**src/verilog/conPkg.sv**
```systemverilog
// Fixed field layout of the COND and MAGIC microword fields; the block owns EBUS data bits 18 to 24
package conPkg;

  localparam int condWidth = 6;
  localparam int magicWidth = 9;
  localparam int ebusSlice = 7;

  // COND groups, field bits 5 to 3
  localparam logic [2:0] grpSpec = 3'd1;
  localparam logic [2:0] grpCtl = 3'd2;
  localparam logic [2:0] grpVma = 3'd3;
  localparam logic [2:0] grpSkipA = 3'd6;
  localparam logic [2:0] grpSkipB = 3'd7;

  // Diagnostic control functions, selected by diagSel
  localparam logic [2:0] clrRunCode = 3'd0;
  localparam logic [2:0] setRunCode = 3'd1;
  localparam logic [2:0] continueCode = 3'd2;
  localparam logic [2:0] irStrobeCode = 3'd4;
  localparam logic [2:0] dramStrobeCode = 3'd5;

  // Subfunctions of MAGIC function group 1
  localparam logic [2:0] conoAprCode = 3'd4;
  localparam logic [2:0] conoPiCode = 3'd5;
  localparam logic [2:0] conoPagCode = 3'd6;
  localparam logic [2:0] dataoAprCode = 3'd7;

  // MAGIC seen as a diagnostic function or as microcode state set/hold pairs
  typedef union packed {
    struct packed {
      logic [2:0] subFunc;
      logic [2:0] funcGroup;
      logic       disableFunc;
      logic       spare;
      logic       delay;
    } func;
    struct packed {
      // pair[i] is {hold, set} for state bit i
      logic [3:0][1:0] pair;
      logic            spare;
    } state;
  } magicWord;

endpackage

```
**src/verilog/condDecode.sv**
```systemverilog
// COND field decode; all strobes read zero while arstN is low, loadDram has one cycle of NICOND latency
`timescale 1ns/1ns

module condDecode (
  input  logic                         clk,
  input  logic                         arstN,
  input  logic [conPkg::condWidth-1:0] cond,
  input  logic                         nicond,
  input  logic                         irStrobe,
  input  logic                         dramStrobe,
  output logic                         condLoadIr,
  output logic                         condSpecInstr,
  output logic                         condSrMagic,
  output logic                         condDiagFunc,
  output logic                         condEboxState,
  output logic                         condVmaInc,
  output logic                         condVmaDec,
  output logic                         condVmaMagic,
  output logic                         skipEnA,
  output logic                         skipEnB,
  output logic                         loadIr,
  output logic                         loadDram
);
  import conPkg::*;

  logic [7:0] grpEn;
  logic [2:0] subCode;
  logic       nicondOrLoadIrQ;

  assign subCode = cond[2:0];

  // One-hot group enables, all off in reset
  always_comb begin
    grpEn = '0;
    if (arstN) begin
      grpEn[cond[5:3]] = 1'b1;
    end
  end

  assign skipEnA = grpEn[grpSkipA];
  assign skipEnB = grpEn[grpSkipB];

  // Special strobes
  assign condLoadIr = grpEn[grpSpec] & (subCode == 3'd3);
  assign condSpecInstr = grpEn[grpSpec] & (subCode == 3'd5);
  assign condSrMagic = grpEn[grpSpec] & (subCode == 3'd6);

  // Control functions
  assign condDiagFunc = grpEn[grpCtl] & (subCode == 3'd0);
  assign condEboxState = grpEn[grpCtl] & (subCode == 3'd1);

  // VMA controls, codes 3 to 7 all mean MAGIC
  assign condVmaInc = grpEn[grpVma] & (subCode == 3'd0);
  assign condVmaDec = grpEn[grpVma] & (subCode == 3'd1);
  assign condVmaMagic = grpEn[grpVma] & (subCode >= 3'd3);

  assign loadIr = condLoadIr | irStrobe;

  always_ff @(posedge clk or negedge arstN) begin
    if (!arstN) begin
      nicondOrLoadIrQ <= 1'b0;
    end else begin
      nicondOrLoadIrQ <= nicond | condLoadIr;
    end
  end

  assign loadDram = dramStrobe | nicondOrLoadIrQ;

endmodule

```
**src/verilog/runControl.sv**
```systemverilog
// RUN and START from one-cycle diagnostic strobes; run lags its request by two edges, start is a 4-cycle pulse
`timescale 1ns/1ns

module runControl (
  input  logic       clk,
  input  logic       arstN,
  input  logic       diagCtlFunc,
  input  logic [2:0] diagSel,
  output logic       irStrobe,
  output logic       dramStrobe,
  output logic       run,
  output logic       start
);
  import conPkg::*;

  logic ctlEn;
  logic clrRun;
  logic setRun;
  logic continueStb;
  logic runReq;
  logic runSync;
  logic startReq;
  logic startSync;
  logic startSeen;

  // Control strobe decode, quiet in reset
  assign ctlEn = diagCtlFunc & arstN;
  assign clrRun = ctlEn & (diagSel == clrRunCode);
  assign setRun = ctlEn & (diagSel == setRunCode);
  assign continueStb = ctlEn & (diagSel == continueCode);
  assign irStrobe = ctlEn & (diagSel == irStrobeCode);
  assign dramStrobe = ctlEn & (diagSel == dramStrobeCode);

  // RUN request and its two sync stages
  always_ff @(posedge clk or negedge arstN) begin
    if (!arstN) begin
      runReq <= 1'b0;
      runSync <= 1'b0;
      run <= 1'b0;
    end else begin
      if (setRun) begin
        runReq <= 1'b1;
      end else if (clrRun) begin
        runReq <= 1'b0;
      end
      runSync <= runReq;
      run <= runSync;
    end
  end

  // START request drops once start has been seen high on two edges,
  // which stretches start to four cycles
  always_ff @(posedge clk or negedge arstN) begin
    if (!arstN) begin
      startReq <= 1'b0;
      startSync <= 1'b0;
      start <= 1'b0;
      startSeen <= 1'b0;
    end else begin
      if (continueStb) begin
        startReq <= 1'b1;
      end else if (start & startSeen) begin
        startReq <= 1'b0;
      end
      startSync <= startReq;
      start <= startSync;
      startSeen <= start;
    end
  end

endmodule

```
**src/verilog/magicFunc.sv**
```systemverilog
// MAGIC decode for CONO PI and CONO PAG only; APR functions are ignored, ebusIn bits 5 and 6 unused
`timescale 1ns/1ns

module magicFunc (
  input  logic                          clk,
  input  logic                          arstN,
  input  logic [conPkg::magicWidth-1:0] magic,
  input  logic                          condDiagFunc,
  input  logic                          condEboxState,
  input  logic [conPkg::ebusSlice-1:0]  ebusIn,
  output logic                          delayReq,
  output logic                          cacheLookEn,
  output logic                          cacheLoadEn,
  output logic                          pagingEn,
  output logic                          trapEn,
  output logic                          wrEvenParAdr,
  output logic                          wrEvenParData,
  output logic                          wrEvenParDir,
  output logic [3:0]                    ucodeState
);
  import conPkg::*;

  magicWord mw;
  logic     funcEn;
  logic     loadPi;
  logic     loadPag;

  assign mw = magic;

  assign delayReq = condDiagFunc & mw.func.delay;

  // Function group 1 holds the CONO and DATAO functions
  assign funcEn = condDiagFunc & ~mw.func.disableFunc & (mw.func.funcGroup == 3'd1);

  always_comb begin
    loadPi = 1'b0;
    loadPag = 1'b0;
    if (funcEn) begin
      case (mw.func.subFunc)
        conoPiCode: loadPi = 1'b1;
        conoPagCode: loadPag = 1'b1;
        // APR registers live on another board
        conoAprCode, dataoAprCode: ;
        default: ;
      endcase
    end
  end

  // CONO registers
  always_ff @(posedge clk or negedge arstN) begin
    if (!arstN) begin
      wrEvenParAdr <= 1'b0;
      wrEvenParData <= 1'b0;
      wrEvenParDir <= 1'b0;
      cacheLookEn <= 1'b0;
      cacheLoadEn <= 1'b0;
      pagingEn <= 1'b0;
      trapEn <= 1'b0;
    end else begin
      if (loadPi) begin
        wrEvenParAdr <= ebusIn[0];
        wrEvenParData <= ebusIn[1];
        wrEvenParDir <= ebusIn[2];
      end
      if (loadPag) begin
        cacheLookEn <= ebusIn[0];
        cacheLoadEn <= ebusIn[1];
        pagingEn <= ebusIn[3];
        trapEn <= ebusIn[4];
      end
    end
  end

  // Set wins, else hold keeps, else clear
  always_ff @(posedge clk or negedge arstN) begin
    if (!arstN) begin
      ucodeState <= '0;
    end else if (condEboxState) begin
      for (int i = 0; i < 4; i++) begin
        ucodeState[i] <= mw.state.pair[i][0] | (mw.state.pair[i][1] & ucodeState[i]);
      end
    end
  end

endmodule

```
**src/verilog/skipSelect.sv**
```systemverilog
// Skip condition for the two skip groups; only subcode bits of cond select, upper bits come in as enables
`timescale 1ns/1ns

module skipSelect (
  input  logic                         user,
  input  logic                         public,
  input  logic                         userIot,
  input  logic                         irIoLegal,
  input  logic                         vmaFetch,
  input  logic                         vmaSection0,
  input  logic                         acRef,
  input  logic                         intReq,
  input  logic                         run,
  input  logic                         start,
  input  logic [conPkg::condWidth-1:0] cond,
  input  logic                         skipEnA,
  input  logic                         skipEnB,
  output logic                         skip
);

  logic       kernel;
  logic       ioLegal;
  logic [7:0] condA;
  logic [7:0] condB;
  logic [2:0] subCode;

  assign subCode = cond[2:0];

  assign kernel = ~user & ~public;
  assign ioLegal = irIoLegal | kernel | (user & userIot);

  // First skip group, index is the subcode
  assign condA = {
    1'b0,
    1'b0,
    1'b0,
    1'b0,
    public,
    user,
    kernel,
    vmaFetch
  };

  // Second skip group
  assign condB = {
    ~intReq,
    acRef,
    ~vmaSection0,
    1'b0,
    ioLegal,
    run,
    ~start,
    intReq
  };

  assign skip = (skipEnA & condA[subCode]) | (skipEnB & condB[subCode]);

endmodule

```
**src/verilog/diagReadback.sv**
```systemverilog
// Status readback onto EBUS bits 18 to 24; only diagSel rows 0 and 1 carry data, others read zero
`timescale 1ns/1ns

module diagReadback (
  input  logic                         diagReadFunc,
  input  logic [2:0]                   diagSel,
  input  logic                         cacheLookEn,
  input  logic                         cacheLoadEn,
  input  logic                         pagingEn,
  input  logic                         trapEn,
  input  logic                         wrEvenParAdr,
  input  logic                         wrEvenParData,
  input  logic                         wrEvenParDir,
  input  logic [3:0]                   ucodeState,
  input  logic                         run,
  input  logic                         start,
  input  logic                         delayReq,
  output logic [conPkg::ebusSlice-1:0] ebusOut,
  output logic                         ebusDrive
);
  import conPkg::*;

  logic [ebusSlice-1:0] row;

  always_comb begin
    row = '0;
    case (diagSel)
      // CONO register row
      3'd0: begin
        row = {
          wrEvenParDir,
          wrEvenParData,
          wrEvenParAdr,
          trapEn,
          pagingEn,
          cacheLoadEn,
          cacheLookEn
        };
      end
      // Microcode state and run flags
      3'd1: begin
        row = {delayReq, start, run, ucodeState};
      end
      default: row = '0;
    endcase
  end

  assign ebusDrive = diagReadFunc;
  assign ebusOut = diagReadFunc ? row : '0;

endmodule

```
**src/verilog/conTop.sv**
```systemverilog
// Execution box condition logic top; parity, PI and memory cycle tracking are not part of this block
`timescale 1ns/1ns

module conTop (
  input  logic                          clk,
  input  logic                          arstN,
  input  logic [conPkg::condWidth-1:0]  cond,
  input  logic [conPkg::magicWidth-1:0] magic,
  input  logic                          nicond,
  input  logic                          diagCtlFunc,
  input  logic                          diagReadFunc,
  input  logic [2:0]                    diagSel,
  input  logic [conPkg::ebusSlice-1:0]  ebusIn,
  input  logic                          user,
  input  logic                          public,
  input  logic                          userIot,
  input  logic                          irIoLegal,
  input  logic                          vmaFetch,
  input  logic                          vmaSection0,
  input  logic                          acRef,
  input  logic                          intReq,
  output logic                          condLoadIr,
  output logic                          condSpecInstr,
  output logic                          condSrMagic,
  output logic                          condDiagFunc,
  output logic                          condEboxState,
  output logic                          condVmaInc,
  output logic                          condVmaDec,
  output logic                          condVmaMagic,
  output logic                          loadIr,
  output logic                          loadDram,
  output logic                          skip,
  output logic                          run,
  output logic                          start,
  output logic                          cacheLookEn,
  output logic                          cacheLoadEn,
  output logic                          pagingEn,
  output logic                          trapEn,
  output logic                          wrEvenParAdr,
  output logic                          wrEvenParData,
  output logic                          wrEvenParDir,
  output logic [3:0]                    ucodeState,
  output logic                          delayReq,
  output logic [conPkg::ebusSlice-1:0]  ebusOut,
  output logic                          ebusDrive
);

  logic irStrobe;
  logic dramStrobe;
  logic skipEnA;
  logic skipEnB;

  condDecode condDecode_i (.*);

  runControl runControl_i (.*);

  magicFunc magicFunc_i (.*);

  skipSelect skipSelect_i (.*);

  diagReadback diagReadback_i (.*);

endmodule

```
**config.mk**
```make
export PLATFORM = sky130hd
export DESIGN_NAME = conTop
export DESIGN_NICKNAME = d
export VERILOG_FILES = /design/src/verilog/conPkg.sv /design/src/verilog/condDecode.sv /design/src/verilog/runControl.sv /design/src/verilog/magicFunc.sv /design/src/verilog/skipSelect.sv /design/src/verilog/diagReadback.sv /design/src/verilog/conTop.sv
export SDC_FILE = /design/constraint.sdc
export NUM_CORES = 1
export LEC_CHECK = 0
export BUFFER_PORTS_ARGS = -buffer_cell sky130_fd_sc_hd__buf_4
export CORE_MARGIN = 4
export CORE_UTILIZATION = 45
export DETAILED_ROUTE_END_ITERATION = 12
export GPL_ROUTABILITY_DRIVEN = 1
export GPL_TIMING_DRIVEN = 0
export PLACE_DENSITY = 0.85
export SLEW_MARGIN = 20
export SYNTH_ARGS = -nofsm -noshare
export SYNTH_HDL_FRONTEND = slang
export SYNTH_SLANG_ARGS = --single-unit
```
**constraint.sdc**
```tcl
create_clock -name clk -period 3.2 [get_ports clk]
set_clock_uncertainty 0.1 [all_clocks]
set_input_delay 0.48 -clock clk [delete_from_list [all_inputs] [get_ports clk]]
set_output_delay 0.48 -clock clk [all_outputs]
set_load 0.1 [all_outputs]
```
==> impl_results.md <==
- Post-cts gate resize count: 0
- FF-to-FF setup slack: 2300 ps
- Cell Rows: 17
- Area delta synth->final: 53.82%
- Post-synth ARST share: 100.0%
- Top_reg_cell synth: dfrtp_1
- CTS tree: yes
- Largest net degree at the start of global routing: 20
- Leakage: 0.8749 nW
- Hold Worst Slack: 271.3 ps
- Post-synth top area share: 43.33%
- Chip width: 57.38 um
- Sequential-to-total area share from yosys stat: 43.33%
- Yosys Warn Count: 0
- Synth Cell Area: 0.001097 sq mm
- Ranking of synthesized cells by area: dfrtp_1 (43%), mux2_2 (8.2%), mux2i_1 (6.4%), nand2_1 (5.5%), nor2_1 (5.5%)
- Num CTS Buffers: 3
- Total Wirelength: 3189 um
- Post-synth top area cell: dfrtp_1
- Clk pin slew, worst setup/hold paths: 110 ps
- Slew Viols, Final: 0
- GRT overflow: 0
- MaxCap Viol Count: 0
- Clock Latency Late Sink: 290 ps
- Worst hold path endpoint: runControl_i.start$_DFF_PN0_
- Antenna viol nets, final: 0
- Chip Height: 57.38 um
- DR vias/cell: 5.292
- IO Pins: 71
- Post-synth EDFFs: 0
- Placed cell count: 211
- Worst path slowest cell: or4b_4
- Tot GR Track Use: 19.72%
- Deepest clock path buffer count: 2
- Critical setup path kind: input pin to output port
- Final worst slack: 480.4 ps
- First-pass GRT wire length: 5140 um
- Initial DRT Pass Iterations: 4
- Hold_sp: runControl_i.startSync$_DFF_PN0_
- Endpoint type of the worst setup path: output port
- CP Cell Sequence: buf_4, and4bb_2, or4b_4, inv_1, nand3_1, a21oi_2, buf_4
- Reg2reg start: runControl_i.start$_DFF_PN0_
- Die Area: 0.003292 sq mm
- Yosys cell types: 29
- WP depth: 7
- Fin crit share: 84.99%
- Core footprint: 0.002276 sq mm
- Via count: 1143
- Crit-path leading delay family: simple AND/OR/NAND/NOR gates
- Status: finished clean
- Synth top cells by count: dfrtp_1 (19), nand2_1 (16), nor2_1 (16)
- Detailed Route Iter0 Violations: 36
- Reg-to-reg endpoint: runControl_i.startReq$_DFFE_PN0P_
- Maximum operating frequency: 367.7 MHz
- CP Data Arrival Time: 2140 ps
- Final cell count without fillers: 216
- Worst Hold Depth: 0
- Critical path launch point type: input pin
- Worst slew margin: 43.76%
- Buffers on Ports: 67
- CTS Sinks: 19
- HPWL Detailed: 2591 um
- Layout cells sized above 1: 49.47%
- Crit-path max cell delay: 520 ps
- WP buf/inv: 3
- Root Driver: clkbuf_4
- Count leader, synth: dfrtp_1
- R2r worst-path depth: 2
- Peak VDD IR: 0.2874 mV
- Start point of the critical path: cond[2]
- Antenna fix cells: 0
- Crit path time final: 2720 ps
- Syn avg cell area: 9.459 sq um
- Final #Nets: 227
- Vias in the first global route: 1169
- CP required: 2620 ps
- Starting Density: 48.21%
- Setup violations, final: 0
- DRC viols: 0
- Fin. Hold Viols: 0
- Seq cells post-synth: 19
- Final weighted congestion in routability-driven placement: 0.8792
- PwrDens: 420.9 mW/mm^2
- DR WL/cell: 14.76 um
- Worst slew pin tran: 840.9 ps
- Class of the worst hold path: flop to flop
- Most common cell on crit path: buf_4
- Placement Setup Slack: 344.8 ps
- Worst Path Max Fanout: 7
- Syn Nets: 154
- Initial antenna violation count: 0
- H-tree depth: 1
- RSZ-0062 raised after global routing: no
- Mapped Cells: 116
==> through the flow <==
| stage | utilization, % | TNS, ps | power, mW | instance area, sq um |
|---|---|---|---|---|
| 6_report | 74.16 | 0 | 0.7104 | 1688 |
| 5_1_grt | 74.16 | 0 | 0.7447 | 1688 |
| 4_1_cts | 74.16 | 0 | 0.7136 | 1688 |
| 3_5_place_dp | 72.51 | 0 | 0.5966 | 1650 |
| 3_3_place_gp | 72.51 | 0 | 0.5910 | 1650 |
| 2_1_floorplan | - | -376.4 | 0.4994 | 1112 |
==> flip-flops by register name, indices dropped and copies added (netlist names) <==
| register | cells |
|---|---|
| magicFunc_i.wrEvenParData | 1 |
| magicFunc_i.trapEn | 1 |
| runControl_i.runReq | 1 |
| magicFunc_i.wrEvenParDir | 1 |
| runControl_i.start | 1 |
| magicFunc_i.cacheLoadEn | 1 |
| magicFunc_i.wrEvenParAdr | 1 |
| condDecode_i.nicondOrLoadIrQ | 1 |
| runControl_i.startReq | 1 |
| magicFunc_i.pagingEn | 1 |
| magicFunc_i.cacheLookEn | 1 |
| magicFunc_i.ucodeState | 4 |
| runControl_i.startSync | 1 |
| runControl_i.startSeen | 1 |
| runControl_i.runSync | 1 |
| runControl_i.run | 1 |
==> how the worst max path moves through the flow <==
stage	slack [ps]	end
floorplan	-380	ebusOut[6]
finish	480	ebusOut[6]
CTS	480	ebusOut[6]
global placement	350	ebusOut[6]
global route	410	ebusOut[6]
detailed placement	340	ebusOut[6]
==> placed cells by master, fill, tap and decap left out, types with 2 or more instances in the layout <==
cell type and instances:
mux2i_1 7, o21ai_0 6, clkbuf_4 3, inv_1 4, nor3_2 2, nand2b_1 4, nand2_1 16, a31o_2 2
a211oi_1 3, buf_4 68, nor2_1 16, dfrtp_1 19, nor2b_1 3, mux2_2 8, clkbuf_1 3, a21oi_1 2
nand3_1 2, nor3_1 3
==> cells by family (layout without fill, tap and decap cells) <==
kind of cell | after synthesis | after routing | synth area share (%)
buffers and inverters | 8 | 80 | 3.078
multiplexers | 15 | 15 | 14.60
AND/OR/NAND/NOR | 56 | 56 | 28.62
AO/OA/AOI/OAI | 18 | 18 | 10.38
flip-flops | 19 | 19 | 43.33
==> cell type report <==
| class | count | area, sq um |
|---|---|---|
| plain buffers | 4 | 18.77 |
| clock buffers | 3 | 22.52 |
| clock inverters | 1 | 5.005 |
| fillers | 166 | 588.1 |
| inverters | 4 | 15.01 |
| multi-input cells | 89 | 603.1 |
| flip-flops and latches | 19 | 475.5 |
| well taps | 28 | 35.03 |
| repair buffers | 68 | 513.0 |
==> metal layers <==
metal	vias to the layer above	wire, um	track usage [%]
met4	0	31	5.629
met2	61	1532	34.19
met5	-	0	0
met3	4	295	4.977
met1	529	1329	24.01
li1	549	-	-
==> what timing repair did <==
| action | in CTS | in global routing |
|---|---|---|
| endpoints found under the setup margin | 0 | 0 |
| hold endpoints to repair | 19 | 0 |
| setup buffers | 0 | 0 |
| hold buffers | 1 | 0 |
==> power by group <==
group          switching, mW  internal, mW
clock                 0.0712        0.0464
combinational          0.206        0.0803
sequential            0.0280         0.278
total                  0.305         0.405
No activity file was read; power rests on OpenSTA's default activity.
